## config.mk

```make
export PLATFORM = sky130hd
export DESIGN_NAME = acq_top
export DESIGN_NICKNAME = d
export VERILOG_FILES = /design/src/acq_pkg.sv /design/src/ctrl_pkg.sv /design/src/acq_controller.sv /design/src/acq_top.sv /design/src/adc_sampler.sv /design/src/sample_buffer.sv /design/src/uart_report_tx.sv /design/src/xcorr_engine.sv
export SDC_FILE = /design/constraint.sdc
export NUM_CORES = 1
export LEC_CHECK = 0
export ABC_AREA = 1
export ABC_CLOCK_PERIOD_IN_PS = 12200
export BUFFER_PORTS_ARGS = -buffer_cell sky130_fd_sc_hd__buf_2
export CORE_MARGIN = 3
export CORE_UTILIZATION = 50
export DETAILED_ROUTE_END_ITERATION = 12
export GPL_ROUTABILITY_DRIVEN = 1
export PLACE_DENSITY = 0.71
export REMOVE_ABC_BUFFERS = 1
export SLEW_MARGIN = 20
export SYNTH_ARGS = -nofsm -noshare
export SYNTH_HDL_FRONTEND = slang
export SYNTH_SLANG_ARGS = --single-unit
export TNS_END_PERCENT = 30
```

## constraint.sdc

```tcl
create_clock -name clk -period 12.2 [get_ports clk]
set_input_delay 0.61 -clock clk [delete_from_list [all_inputs] [get_ports clk]]
set_output_delay 0.61 -clock clk [all_outputs]
set_load 0.02 [all_outputs]
```

## src/acq_pkg.sv

```systemverilog
// signal path constants for the acoustic capture block: ADC framing, buffer, trigger, correlation
package acq_pkg;

    // ADC sample and serial frame
    localparam int SAMPLE_WIDTH   = 12;
    localparam int ADC_FRAME_BITS = 14;     // two leading zeros, then data msb first

    // capture buffer
    localparam int BUF_DEPTH = 8;
    localparam int PTR_WIDTH = 3;           // index into BUF_DEPTH entries

    // a sample at or above this level starts the capture
    localparam logic [SAMPLE_WIDTH-1:0] TRIG_THRESHOLD = 12'hC00;

    // cross-correlation against a +1/-1 code
    localparam int XCORR_LAGS = 4;
    localparam int PEAK_WIDTH = 16;         // signed, holds +/- 8 * 4095

    // bit i pairs with buffer entry i, 1 is +1 and 0 is -1
    localparam logic [BUF_DEPTH-1:0] XCORR_CODE = 8'b1011_0010;

endpackage

```

## src/ctrl_pkg.sv

```systemverilog
// controller state and buffer select encodings plus UART report constants
package ctrl_pkg;

    typedef enum logic [2:0] {
        IDLE,
        PRE_WAIT,       // clocking a frame before the trigger
        PRE_READY,
        TRIG_WAIT,      // clocking a frame into the buffer
        TRIG_READY,
        XCORR,
        REPORT          // req/ack with the UART
    } ctrl_state_t;

    typedef enum logic [1:0] {
        SEL_ZERO = 2'b00,   // clear the buffer
        SEL_HOLD = 2'b01,   // keep contents
        SEL_NEW  = 2'b10    // take the new sample on frame_done
    } input_sel_t;

    // report line
    localparam int CLKS_PER_BIT    = 4;
    localparam int UART_FRAME_BITS = 10;    // start, 8 data, stop
    localparam int REPORT_BYTES    = 3;

endpackage

```

## src/acq_controller.sv

```systemverilog
// capture sequencer: frames the ADC, arms the buffer on trigger, runs correlation and report
`timescale 1ns/1ps

module acq_controller (
    input  logic                 clk,
    input  logic                 reset_b,
    input  logic                 run,
    input  logic                 frame_done,
    input  logic                 triggered,
    input  logic                 buffer_full,
    input  logic                 xcorr_done,
    input  logic                 tx_ack,
    output logic                 adc_cs_n,
    output ctrl_pkg::input_sel_t input_sel,
    output logic                 xcorr_start,
    output logic                 tx_req,
    output logic                 busy
);
    import ctrl_pkg::*;

    ctrl_state_t state;
    ctrl_state_t next_state;
    logic        trig_hit;      // last frame crossed the threshold
    logic        acked;         // UART has answered this report

    always_ff @(posedge clk or negedge reset_b)
    begin
        if (!reset_b)
        begin
            state       <= IDLE;
            trig_hit    <= 1'b0;
            acked       <= 1'b0;
            xcorr_start <= 1'b0;
        end
        else
        begin
            state <= next_state;
            if (frame_done)
            begin
                trig_hit <= triggered;
            end
            acked       <= (state == REPORT) && (acked || tx_ack);
            xcorr_start <= (state == TRIG_READY) && buffer_full;  // first XCORR cycle
        end
    end

    always_comb
    begin
        next_state = state;
        input_sel  = SEL_HOLD;
        case (state)
            IDLE:
            begin
                input_sel = SEL_ZERO;
                if (run)
                    next_state = PRE_WAIT;
            end
            PRE_WAIT:
            begin
                if (frame_done)
                begin
                    next_state = PRE_READY;
                    if (triggered)
                        input_sel = SEL_NEW;    // trigger sample becomes entry 0
                end
            end
            PRE_READY:  next_state = trig_hit ? TRIG_WAIT : PRE_WAIT;
            TRIG_WAIT:
            begin
                input_sel = SEL_NEW;
                if (frame_done)
                    next_state = TRIG_READY;
            end
            TRIG_READY: next_state = buffer_full ? XCORR : TRIG_WAIT;
            XCORR:
            begin
                if (xcorr_done)
                    next_state = REPORT;
            end
            REPORT:
            begin
                // both sides low again before leaving
                if (acked && !tx_ack)
                    next_state = IDLE;
            end
            default:    next_state = IDLE;
        endcase
    end

    assign adc_cs_n = !((state == PRE_WAIT) || (state == TRIG_WAIT));
    assign tx_req   = (state == REPORT) && !acked;
    assign busy     = (state != IDLE);

endmodule

```

## src/acq_top.sv

```systemverilog
// acoustic capture top: ADC sampler, buffer, controller, correlator and report UART
`timescale 1ns/1ps

module acq_top (
    input  logic clk,
    input  logic reset_b,
    input  logic run,
    input  logic adc_data,
    output logic adc_cs_n,
    output logic uart_txd,
    output logic busy
);
    import acq_pkg::*;
    import ctrl_pkg::*;

    logic [SAMPLE_WIDTH-1:0]      sample;
    logic                         frame_done;
    logic                         triggered;
    input_sel_t                   input_sel;
    logic                         buffer_full;
    logic [PTR_WIDTH-1:0]         rd_index;
    logic [SAMPLE_WIDTH-1:0]      rd_sample;
    logic                         xcorr_start;
    logic                         xcorr_done;
    logic signed [PEAK_WIDTH-1:0] peak_value;
    logic [1:0]                   peak_lag;
    logic                         tx_req;
    logic                         tx_ack;

    adc_sampler u_sampler (
        .clk        (clk),
        .reset_b    (reset_b),
        .adc_cs_n   (adc_cs_n),
        .adc_data   (adc_data),
        .sample     (sample),
        .frame_done (frame_done),
        .triggered  (triggered)
    );

    sample_buffer u_buffer (
        .clk         (clk),
        .reset_b     (reset_b),
        .input_sel   (input_sel),
        .frame_done  (frame_done),
        .sample      (sample),
        .rd_index    (rd_index),
        .rd_sample   (rd_sample),
        .buffer_full (buffer_full)
    );

    acq_controller u_ctrl (
        .clk         (clk),
        .reset_b     (reset_b),
        .run         (run),
        .frame_done  (frame_done),
        .triggered   (triggered),
        .buffer_full (buffer_full),
        .xcorr_done  (xcorr_done),
        .tx_ack      (tx_ack),
        .adc_cs_n    (adc_cs_n),
        .input_sel   (input_sel),
        .xcorr_start (xcorr_start),
        .tx_req      (tx_req),
        .busy        (busy)
    );

    xcorr_engine u_xcorr (
        .clk         (clk),
        .reset_b     (reset_b),
        .xcorr_start (xcorr_start),
        .rd_sample   (rd_sample),
        .rd_index    (rd_index),
        .xcorr_done  (xcorr_done),
        .peak_value  (peak_value),
        .peak_lag    (peak_lag)
    );

    uart_report_tx u_uart (
        .clk        (clk),
        .reset_b    (reset_b),
        .tx_req     (tx_req),
        .peak_value (peak_value),
        .peak_lag   (peak_lag),
        .tx_ack     (tx_ack),
        .uart_txd   (uart_txd)
    );

endmodule

```

## src/adc_sampler.sv

```systemverilog
// serial ADC receiver, collects each chip-select frame into a sample and flags the trigger
`timescale 1ns/1ps

module adc_sampler (
    input  logic                             clk,
    input  logic                             reset_b,
    input  logic                             adc_cs_n,
    input  logic                             adc_data,
    output logic [acq_pkg::SAMPLE_WIDTH-1:0] sample,
    output logic                             frame_done,
    output logic                             triggered
);
    import acq_pkg::*;

    logic [$clog2(ADC_FRAME_BITS)-1:0] bit_cnt;
    logic [SAMPLE_WIDTH-2:0]           shift_q;      // bits taken so far, top ones drop off
    logic [SAMPLE_WIDTH-1:0]           sample_next;
    logic [SAMPLE_WIDTH-1:0]           sample_q;

    // the 14th bit is on the line in this cycle
    assign frame_done  = !adc_cs_n && (bit_cnt == ADC_FRAME_BITS - 1);
    assign sample_next = {shift_q, adc_data};

    // new value is visible in the frame_done cycle so the buffer can write it
    assign sample    = frame_done ? sample_next : sample_q;
    assign triggered = frame_done && (sample_next >= TRIG_THRESHOLD);

    always_ff @(posedge clk or negedge reset_b)
    begin
        if (!reset_b)
        begin
            bit_cnt <= '0;
        end
        else if (adc_cs_n || frame_done)
        begin
            bit_cnt <= '0;          // frame over or chip deselected
        end
        else
        begin
            bit_cnt <= bit_cnt + 1'b1;
        end
    end

    always_ff @(posedge clk)
    begin
        if (!adc_cs_n)
        begin
            shift_q <= sample_next[SAMPLE_WIDTH-2:0];  // msb first
        end
        if (frame_done)
        begin
            sample_q <= sample_next;
        end
    end

endmodule

```

## src/sample_buffer.sv

```systemverilog
// eight-entry capture buffer written under the controller's input select
`timescale 1ns/1ps

module sample_buffer (
    input  logic                             clk,
    input  logic                             reset_b,
    input  ctrl_pkg::input_sel_t             input_sel,
    input  logic                             frame_done,
    input  logic [acq_pkg::SAMPLE_WIDTH-1:0] sample,
    input  logic [acq_pkg::PTR_WIDTH-1:0]    rd_index,
    output logic [acq_pkg::SAMPLE_WIDTH-1:0] rd_sample,
    output logic                             buffer_full
);
    import acq_pkg::*;
    import ctrl_pkg::*;

    logic [SAMPLE_WIDTH-1:0] mem [BUF_DEPTH];
    logic [PTR_WIDTH-1:0]    wr_ptr;
    logic                    full_q;
    logic                    wr_en;

    // writes stop once every entry holds a sample
    assign wr_en = (input_sel == SEL_NEW) && frame_done && !full_q;

    always_ff @(posedge clk or negedge reset_b)
    begin
        if (!reset_b)
        begin
            wr_ptr <= '0;
            full_q <= 1'b0;
        end
        else if (input_sel == SEL_ZERO)
        begin
            wr_ptr <= '0;           // cleared at any time, not only on frame_done
            full_q <= 1'b0;
        end
        else if (wr_en)
        begin
            wr_ptr <= wr_ptr + 1'b1;
            if (wr_ptr == PTR_WIDTH'(BUF_DEPTH - 1))
            begin
                full_q <= 1'b1;
            end
        end
    end

    always_ff @(posedge clk)
    begin
        if (wr_en)
        begin
            mem[wr_ptr] <= sample;
        end
    end

    assign rd_sample   = mem[rd_index];   // combinational read for the correlator
    assign buffer_full = full_q;

endmodule

```

## src/uart_report_tx.sv

```systemverilog
// UART transmitter for the three-byte peak report, answers the request with a four-phase ack
`timescale 1ns/1ps

module uart_report_tx (
    input  logic                                  clk,
    input  logic                                  reset_b,
    input  logic                                  tx_req,
    input  logic signed [acq_pkg::PEAK_WIDTH-1:0] peak_value,
    input  logic [1:0]                            peak_lag,
    output logic                                  tx_ack,
    output logic                                  uart_txd
);
    import acq_pkg::*;
    import ctrl_pkg::*;

    typedef enum logic [1:0] {TX_IDLE, TX_SEND, TX_ACK} tx_state_t;

    tx_state_t                          state;
    logic [$clog2(CLKS_PER_BIT)-1:0]    clk_cnt;
    logic [$clog2(UART_FRAME_BITS)-1:0] bit_cnt;
    logic [$clog2(REPORT_BYTES)-1:0]    byte_cnt;
    logic [UART_FRAME_BITS-1:0]         frame;      // shifted out lsb first, fills with ones
    logic [PEAK_WIDTH-1:0]              rest;       // bytes still to go

    always_ff @(posedge clk or negedge reset_b)
    begin
        if (!reset_b)
        begin
            state    <= TX_IDLE;
            clk_cnt  <= '0;
            bit_cnt  <= '0;
            byte_cnt <= '0;
            frame    <= '1;         // line idles high
            rest     <= '0;
        end
        else
        begin
            case (state)
                TX_IDLE:
                begin
                    if (tx_req)
                    begin
                        frame    <= {1'b1, 6'd0, peak_lag, 1'b0};    // lag byte first
                        rest     <= peak_value;
                        byte_cnt <= '0;
                        clk_cnt  <= '0;
                        bit_cnt  <= '0;
                        state    <= TX_SEND;
                    end
                end
                TX_SEND:
                begin
                    clk_cnt <= clk_cnt + 1'b1;
                    if (clk_cnt == CLKS_PER_BIT - 1)
                    begin
                        clk_cnt <= '0;
                        bit_cnt <= bit_cnt + 1'b1;
                        frame   <= {1'b1, frame[UART_FRAME_BITS-1:1]};
                        if (bit_cnt == UART_FRAME_BITS - 1)
                        begin
                            bit_cnt <= '0;
                            if (byte_cnt == REPORT_BYTES - 1)
                            begin
                                state <= TX_ACK;
                            end
                            else
                            begin
                                frame    <= {1'b1, rest[PEAK_WIDTH-1 -: 8], 1'b0}; // back to back
                                rest     <= {rest[PEAK_WIDTH-9:0], 8'h00};
                                byte_cnt <= byte_cnt + 1'b1;
                            end
                        end
                    end
                end
                TX_ACK:
                begin
                    if (!tx_req)
                        state <= TX_IDLE;
                end
                default: state <= TX_IDLE;
            endcase
        end
    end

    assign uart_txd = frame[0];
    assign tx_ack   = (state == TX_ACK);

endmodule

```

## src/xcorr_engine.sv

```systemverilog
// sequential cross-correlation of the buffer with the reference code over four lags, keeps the peak
`timescale 1ns/1ps

module xcorr_engine (
    input  logic                                  clk,
    input  logic                                  reset_b,
    input  logic                                  xcorr_start,
    input  logic [acq_pkg::SAMPLE_WIDTH-1:0]      rd_sample,
    output logic [acq_pkg::PTR_WIDTH-1:0]         rd_index,
    output logic                                  xcorr_done,
    output logic signed [acq_pkg::PEAK_WIDTH-1:0] peak_value,
    output logic [1:0]                            peak_lag
);
    import acq_pkg::*;

    logic                         running;
    logic [1:0]                   lag;
    logic [PTR_WIDTH-1:0]         idx;        // code bit in use
    logic [PTR_WIDTH:0]           pos;        // idx + lag, msb set means past the end
    logic signed [PEAK_WIDTH-1:0] acc;
    logic signed [PEAK_WIDTH-1:0] term;
    logic signed [PEAK_WIDTH-1:0] acc_next;

    assign pos      = {1'b0, idx} + {{(PTR_WIDTH - 1){1'b0}}, lag};
    assign rd_index = pos[PTR_WIDTH-1:0];
    assign term     = signed'({{(PEAK_WIDTH - SAMPLE_WIDTH){1'b0}}, rd_sample}); // unsigned sample

    always_comb
    begin
        if (pos[PTR_WIDTH])
            acc_next = acc;                 // no entry at this offset
        else if (XCORR_CODE[idx])
            acc_next = acc + term;
        else
            acc_next = acc - term;
    end

    // one entry per cycle, done follows the last lag by one cycle
    always_ff @(posedge clk or negedge reset_b)
    begin
        if (!reset_b)
        begin
            running    <= 1'b0;
            lag        <= '0;
            idx        <= '0;
            acc        <= '0;
            xcorr_done <= 1'b0;
            peak_value <= '0;
            peak_lag   <= '0;
        end
        else
        begin
            xcorr_done <= 1'b0;
            if (xcorr_start)
            begin
                running <= 1'b1;
                lag     <= '0;
                idx     <= '0;
                acc     <= '0;
            end
            else if (running)
            begin
                if (idx == PTR_WIDTH'(BUF_DEPTH - 1))
                begin
                    // strict compare, lowest lag keeps a tie
                    if ((lag == 0) || (acc_next > peak_value))
                    begin
                        peak_value <= acc_next;
                        peak_lag   <= lag;
                    end
                    acc <= '0;
                    idx <= '0;
                    lag <= lag + 1'b1;
                    if (lag == 2'(XCORR_LAGS - 1))
                    begin
                        running    <= 1'b0;
                        xcorr_done <= 1'b1;
                    end
                end
                else
                begin
                    acc <= acc_next;
                    idx <= idx + 1'b1;
                end
            end
        end
    end

endmodule
```

---- After elaboration in Yosys (flattened, before gate mapping) ----
Memory sizes are Yosys's and may differ from the RTL's.
Index checks and enable logic that the tools add are counted.
word-level totals
  bits in latches ......................... 0
  bits in writable memories ............... 96
  input port bits ......................... 4
  ROM bits ................................ 8
  logic and storage cells ................. 166
  output and inout port bits .............. 3
  register bits after elaboration ......... 114
  memories ................................ 2
cells by class
  bitwise logic cells ..................... 1
  divide/modulo/power cells ............... 0
  multiplexer cells ....................... 67
  reductions and logical operators ........ 34
  multiply operators ...................... 0
  equality and inequality tests ........... 27
  shift-type cells ........................ 0
  order comparisons ....................... 3
  add/sub/neg operators ................... 10
memory list
  memory           words  bits a word  rd ports  clocked after Yosys merged registers in  wr ports  RTL line             source
  u_buffer.mem     8      12           1         0                                        1         sample_buffer.sv:17  logic [SAMPLE_WIDTH-1:0] mem [BUF_DEPTH];
  (no name shown)  8      1            1         0                                        0         xcorr_engine.sv:32   else if (XCORR_CODE[idx])
operators with widths
  kind                  count
  $mux 16               9
  $mux 3                11
  $mux 2                16
  $pmux 16 s2           1
  $mux 10               3
  $pmux 3 s7            1
  $pmux 10 s2           1
  $add 16x13->16        1
  $gt 16x16->1          1
  $mux 4                4
  $sub 16x13->16        1
  $eq 3x3->1 const B    5
  $reduce_and 5->1      3
  $mux 1                14
  $ge 12x12->1 const B  1
  $mux 12               1
  $ne 2x1->1 const B    6
  $pmux 2 s3            2
  $eq 2x2->1 const B    5
  $ne 2x2->1 const B    5
  $reduce_bool 2->1     5
  $mux 9                1
  $add 4x1->4 const B   2
  $eq 4x4->1 const B    2
  other kinds (19)      41

---- Longest topological paths before layout ----
  depth in word-level cells ............... 12
  depth in mapped cells ................... 40
  mapped depth without buffers ............ 39

---- Modules after synthesis ----
A second synthesis with hierarchy kept.
unflattened totals
  cell total of the unflattened synthesis .. 1351
  area total of the unflattened synthesis .. 11372.2 um2
modules (own cells, without submodules)
  module          cells an instance  times used  seq. area each (um2)  area an instance (um2)
  sample_buffer   456                1           2982.9                4445.5
  xcorr_engine    534                1           1026.0                3712.3
  uart_report_tx  226                1           887.1                 1903.1
  adc_sampler     85                 1           670.6                 937.1
  acq_controller  50                 1           150.1                 374.1

---- Worst setup path after synthesis ----
OpenSTA, ideal clock, no wires.
  path type ............................... register -> register
  start ................................... reg u_xcorr.idx[0]
  end ..................................... reg u_xcorr.peak_value[11] (netlist bit)
  path buffers ............................ 3
  clock period less this slack ............ 5.333 ns
  arrival time ............................ 5.250 ns
  data required time ...................... 12.117 ns
  library setup time ...................... 0.083 ns
  cell stages (with the launch flop) ...... 38
  setup slack ............................. 6.867 ns
  cells stage by stage .................... dfrtp_1 -> ha_1 -> fa_1 -> buf_2 -> buf_1 -> nand3_1 -> nand3_1 -> nand2_1 -> ha_1 -> nand2_1 -> nor2_2 -> inv_2 -> nand2_1 -> xnor2_1 -> inv_1 -> ha_1 -> inv_1 -> o21bai_1 -> [... 2 more ...] -> a21oi_1 -> or2_2 -> nand3_1 -> nand2_1 -> inv_1 -> ha_1 -> a21oi_1 -> o21a_1 -> o21a_1 -> nand2_1 -> nand2_1 -> nand2_1 -> nand2_1 -> nand2_1 -> nand2_1 -> clkbuf_1 -> nand2_1 -> o21ai_0
between the ends
  cells in the longest elaborated chain, start to end .. 8
  elaborated cells on any way between the ends .. 12
  classes of those cells .................. 3 x add/sub; 1 x order compare; 1 x eq/ne; 3 x mux; 2 x reduce/logical; 2 x memory
ends and longest elaborated chain
  item                                                     RTL line                                source
  start, declared                                          xcorr_engine.sv:18                      logic [PTR_WIDTH-1:0] idx;
  start signal, assigned                                   xcorr_engine.sv:83                      idx <= idx + 1'b1;
  $add 3x2->4                                              xcorr_engine.sv:24                      assign pos = {1'b0, idx} + {{(PTR_WIDTH - 1){1'b0}}, lag};
  $mem_v2 8x12                                             n/a
  $sub 16x13->16 / $add 16x13->16 (equally long branches)  xcorr_engine.sv:35, xcorr_engine.sv:33
  $mux 16                                                  xcorr_engine.sv:32
  $mux 16 (*)                                              xcorr_engine.sv:30                      if (pos[PTR_WIDTH])
  net u_xcorr.acc_next[9]                                  xcorr_engine.sv:22                      logic signed [PEAK_WIDTH-1:0] acc_next;
  $gt 16x16->1 (*)                                         xcorr_engine.sv:66                      if ((lag == 0) || (acc_next > peak_value))
  $logic_or 1x1->1 (*)                                     xcorr_engine.sv:66
  $reduce_and 4->1 (no line) (*)                           n/a
  end signal, assigned                                     xcorr_engine.sv:68                      peak_value <= acc_next;
  end, declared                                            xcorr_engine.sv:11                      output logic signed [acq_pkg::PEAK_WIDTH-1:0] peak_value,
Mark *: on every way through the listed nets, which the timed path passes. The rest lies on a longest branch. The select of a mux whose other input is x is not followed.
A chain may end at the register's enable or synchronous reset.

---- Final worst setup path ----
  start ................................... reg u_xcorr.idx[0]
  end ..................................... reg u_xcorr.peak_value[13] (netlist bit)
The elaborated chain is that of the path after synthesis.

==> metrics.md <==
| Metric | Value |
|---|---|
| Post-layout min period | `6940 ps` |
| Die span in x | `151 um` |
| Area after DPL | `0.0109 mm2` |
| Mapped Avg Cell Area | `9.14 um2` |
| Syn. warnings | `0` |
| Power, Total | `1.77 mW` |
| Die H | `151 um` |
| PnR worst setup slack | `5260 ps` |
| Die area | `approximately 0.023 mm2` |
| Layout Nets | `1224` |
| Total number of vias | `~7500` |
| Final clock skew | `between 20 and 25 ps` |
| Layout cells sized above 1 | `0.0946` |
| Worst setup SP type | `flip-flop` |
| # IOs | `7` |
| GP Congestion | `around 0.89` |
| CTS resizes | `0` |
| Status | `completed` |
| Multi-input combinational cell area | `0.00399 mm2` |
| Register area share after synthesis | `0.542` |
| Vias per cell | `slightly above 5` |
| Register area | `~0.0057 mm2` |
| Worst setup EP type | `flip-flop` |
| Synth top cells by count | `nand2_1 (288), inv_1 (178), edfxtp_1 (107)` |
| Crit-path max FO | `36` |
| Initial antenna violation count | `0` |
| Pwr/cell area | `152 mW/mm2` |
| Peak VDD IR | `between 100 and 150 uV` |
| Core ar. | `0.0205 mm2` |
| GRT overflow | `0` |
| CP Class | `flip-flop to flip-flop` |
| CP most frequent cell | `nand2_1` |
| Class of the most critical hold timing path | `input port to asynchronous set/reset pin` |
| Max Slew Vio Count | `0` |
| CP peak stage delay | `roughly 560 ps` |
| Initial core utilization | `0.515` |
| Worst-Margin Slew | `1010 ps` |
| Fin Hold WS | `16.2 ps` |
| #FFs+latches synth | `209` |
| Vias in the first global route | `7101` |
| Number of buffers created by CTS | `23` |
| Antenna Cells | `0` |
| RSZ-0062 raised after global routing | `no` |
| Leakage | `approximately 5.2 nW` |
| Clock Tree Buf Depth | `3` |
| Tcrit/Tclk final | `0.569` |
| Peak Freq | `approximately 140 MHz` |
| Final instance area | `0.0117 mm2` |
| Setup violations, final | `0` |
| Post-route ant nets | `0` |
| Most frequent cell after synthesis | `nand2_1` |
| DR WL/cell | `14.9 um` |
| Synth cell types | `52` |
| First DRT Iteration DRCs | `542` |
| First-pass GRT wire length | `35800 um` |
| First-pass iteration count of the detailed router | `5` |
| GRT Total Usage | `0.196` |
| Clock root buffer | `clkbuf_16` |
| Yosys top cell by area | `edfxtp_1` |
| Hold-fix buffers, CTS | `0` |
| WL final | `around 22000 um` |
| Port Buffers | `6` |
| Clock transition at path regs | `60 ps` |
| MaxCap Viol Count | `0` |
| Total of fill cells in the finished design | `1757` |
| Post-synth EDFFs | `around 110` |
| Sink Count | `209` |
| H-tree levels | `1` |
| Mapped Area | `0.0106 mm2` |
| Total Neg Setup Slack | `0 ps` |
| Prevailing post-synth register cell | `edfxtp_1` |
| Area Overhead vs Synth | `10.7%` |
| Worst-skew pair later-pin latency | `520 ps` |
| # DRC | `0` |
| Final Hold Fails | `0` |
| Num rows | `52` |
| Post-Synthesis Cells | `1155` |
| Req. time, crit path | `between 10000 and 15000 ps` |
| CTS tree | `built` |
| Leading post-synthesis cells by cell area | `edfxtp_1 (30%), dfrtp_1 (19%), nand2_1 (10%), inv_1 (6.3%), ha_1 (5.9%)` |
| Post-synthesis async set-or-reset flop share | `0.431` |
| Pre-CTS setup slack | `5360 ps` |
| CP arrival | `7330 ps` |
| Setup Fix Bufs, Post-CTS | `0` |
| Yosys top cell area share | `0.304` |
| Dpl hpwl | `14500 um` |
| Largest net degree at the start of global routing | `64` |
| Cell at the slowest stage of the critical path | `nand2_1` |
| Slew headroom | `0.322` |
[stage by stage]
step | cells | util
after floorplan | 1123 | -
after global placement | 1413 | 0.531
final | 1454 | 0.570
after detailed placement | 1413 | 0.531
after global routing | 1454 | 0.570
after CTS | 1454 | 0.570
[flip-flops by register name, indices dropped and copies added, names as in the netlist]
name	flops
u_uart.bit_cnt	4
u_xcorr.peak_lag	2
u_uart.frame	9
u_sampler.bit_cnt	4
u_xcorr.running	1
u_xcorr.acc	16
u_ctrl.xcorr_start	1
u_xcorr.peak_value	16
u_uart.byte_cnt	2
u_ctrl.state	3
u_buffer.wr_ptr	3
u_ctrl.trig_hit	1
u_sampler.shift_q	11
u_ctrl.acked	1
u_sampler.sample_q	12
u_uart.state	2
u_buffer.mem	96
u_buffer.buffer_full	1
u_xcorr.xcorr_done	1
u_xcorr.idx	3
u_xcorr.lag	2
u_uart.rest	16
u_uart.clk_cnt	2
[path summary, 6_finish.rpt]
path	startpoint	to	slack, ps	cells after the start
setup / recovery	u_xcorr.idx[0]	u_xcorr.peak_value[13]	5260	35
hold / removal	reset_b	u_xcorr.acc[0]	20	1
setup reg to reg	u_xcorr.idx[0]	u_xcorr.peak_value[13]	5260	35
hold reg to reg	u_sampler.shift_q[5]	u_sampler.shift_q[6]	450	0
max in group asynchronous	reset_b	u_ctrl.state[0]	11040	2
min in group clk	adc_data	u_sampler.shift_q[0]	280	1
[cell usage in the layout (no fill, tap or decap), types with 4 or more instances in the layout]
master	count
a21oi_1	37
a31oi_1	13
bufinv_16	4
nor3_1	6
nand2_1	288
o21ai_0	83
clkinv_1	4
dfxtp_1	12
nor2_2	5
clkbuf_16	23
buf_4	15
inv_2	4
nand3_1	62
clkbuf_1	6
o22ai_1	10
ha_1	50
nand3_2	7
nand2_4	5
buf_2	5
inv_1	178
nand2_2	8
nor3_2	9
o31ai_1	11
o21ai_1	11
edfxtp_1	107
dfstp_2	9
dfrtp_1	81
xor2_1	17
nor2_1	73
[worst max-delay path, delay by kind of cell (launching register included)]
kind / cells / cell delay [ps]
compound gates: 6 / 1460
xor+xnor: 2 / 290
fa+ha+maj: 5 / 1570
buf+inv: 6 / 1020
flops: 1 / 410
simple gates: 16 / 2020
[per-layer routing]
metal	vias to the layer above	track usage	part of all wire
met5	-	0	0
met4	0	0.0476	0.020
met3	30	0.0233	0.044
met2	136	0.333	0.48
met1	3494	0.269	0.46
li1	3793	-	-
[layout make-up]
| class | instances | area share |
|---|---|---|
| clock inverters | 11 | 0.0153 |
| clock buffers | 30 | 0.0524 |
| multi-input cells | 729 | 0.342 |
| well taps | 270 | 0.0289 |
| inverters | 185 | 0.0606 |
| repair buffers | 20 | 0.0118 |
| flip-flops and latches | 209 | 0.489 |
[power by group]
group | switching (mW) | internal, mW | total (mW)
registers | 0.0367 | 0.810 | 0.847
clock network | 0.277 | 0.442 | 0.719
logic | 0.149 | 0.0591 | 0.208
total | 0.463 | 1.31 | 1.77
[cells by family after synthesis]
| group | after synthesis | share of synthesized area |
|---|---|---|
| AOI/OAI and AO/OA | 181 | 0.0970 |
| xor gates and xnor gates | 22 | 0.0197 |
| adders and majority gates | 52 | 0.0631 |
| buffers and inverters | 217 | 0.0845 |
| DFF | 209 | 0.542 |
| and+or+nand+nor | 474 | 0.194 |
Note: power is estimated with default switching activity, not from simulation.
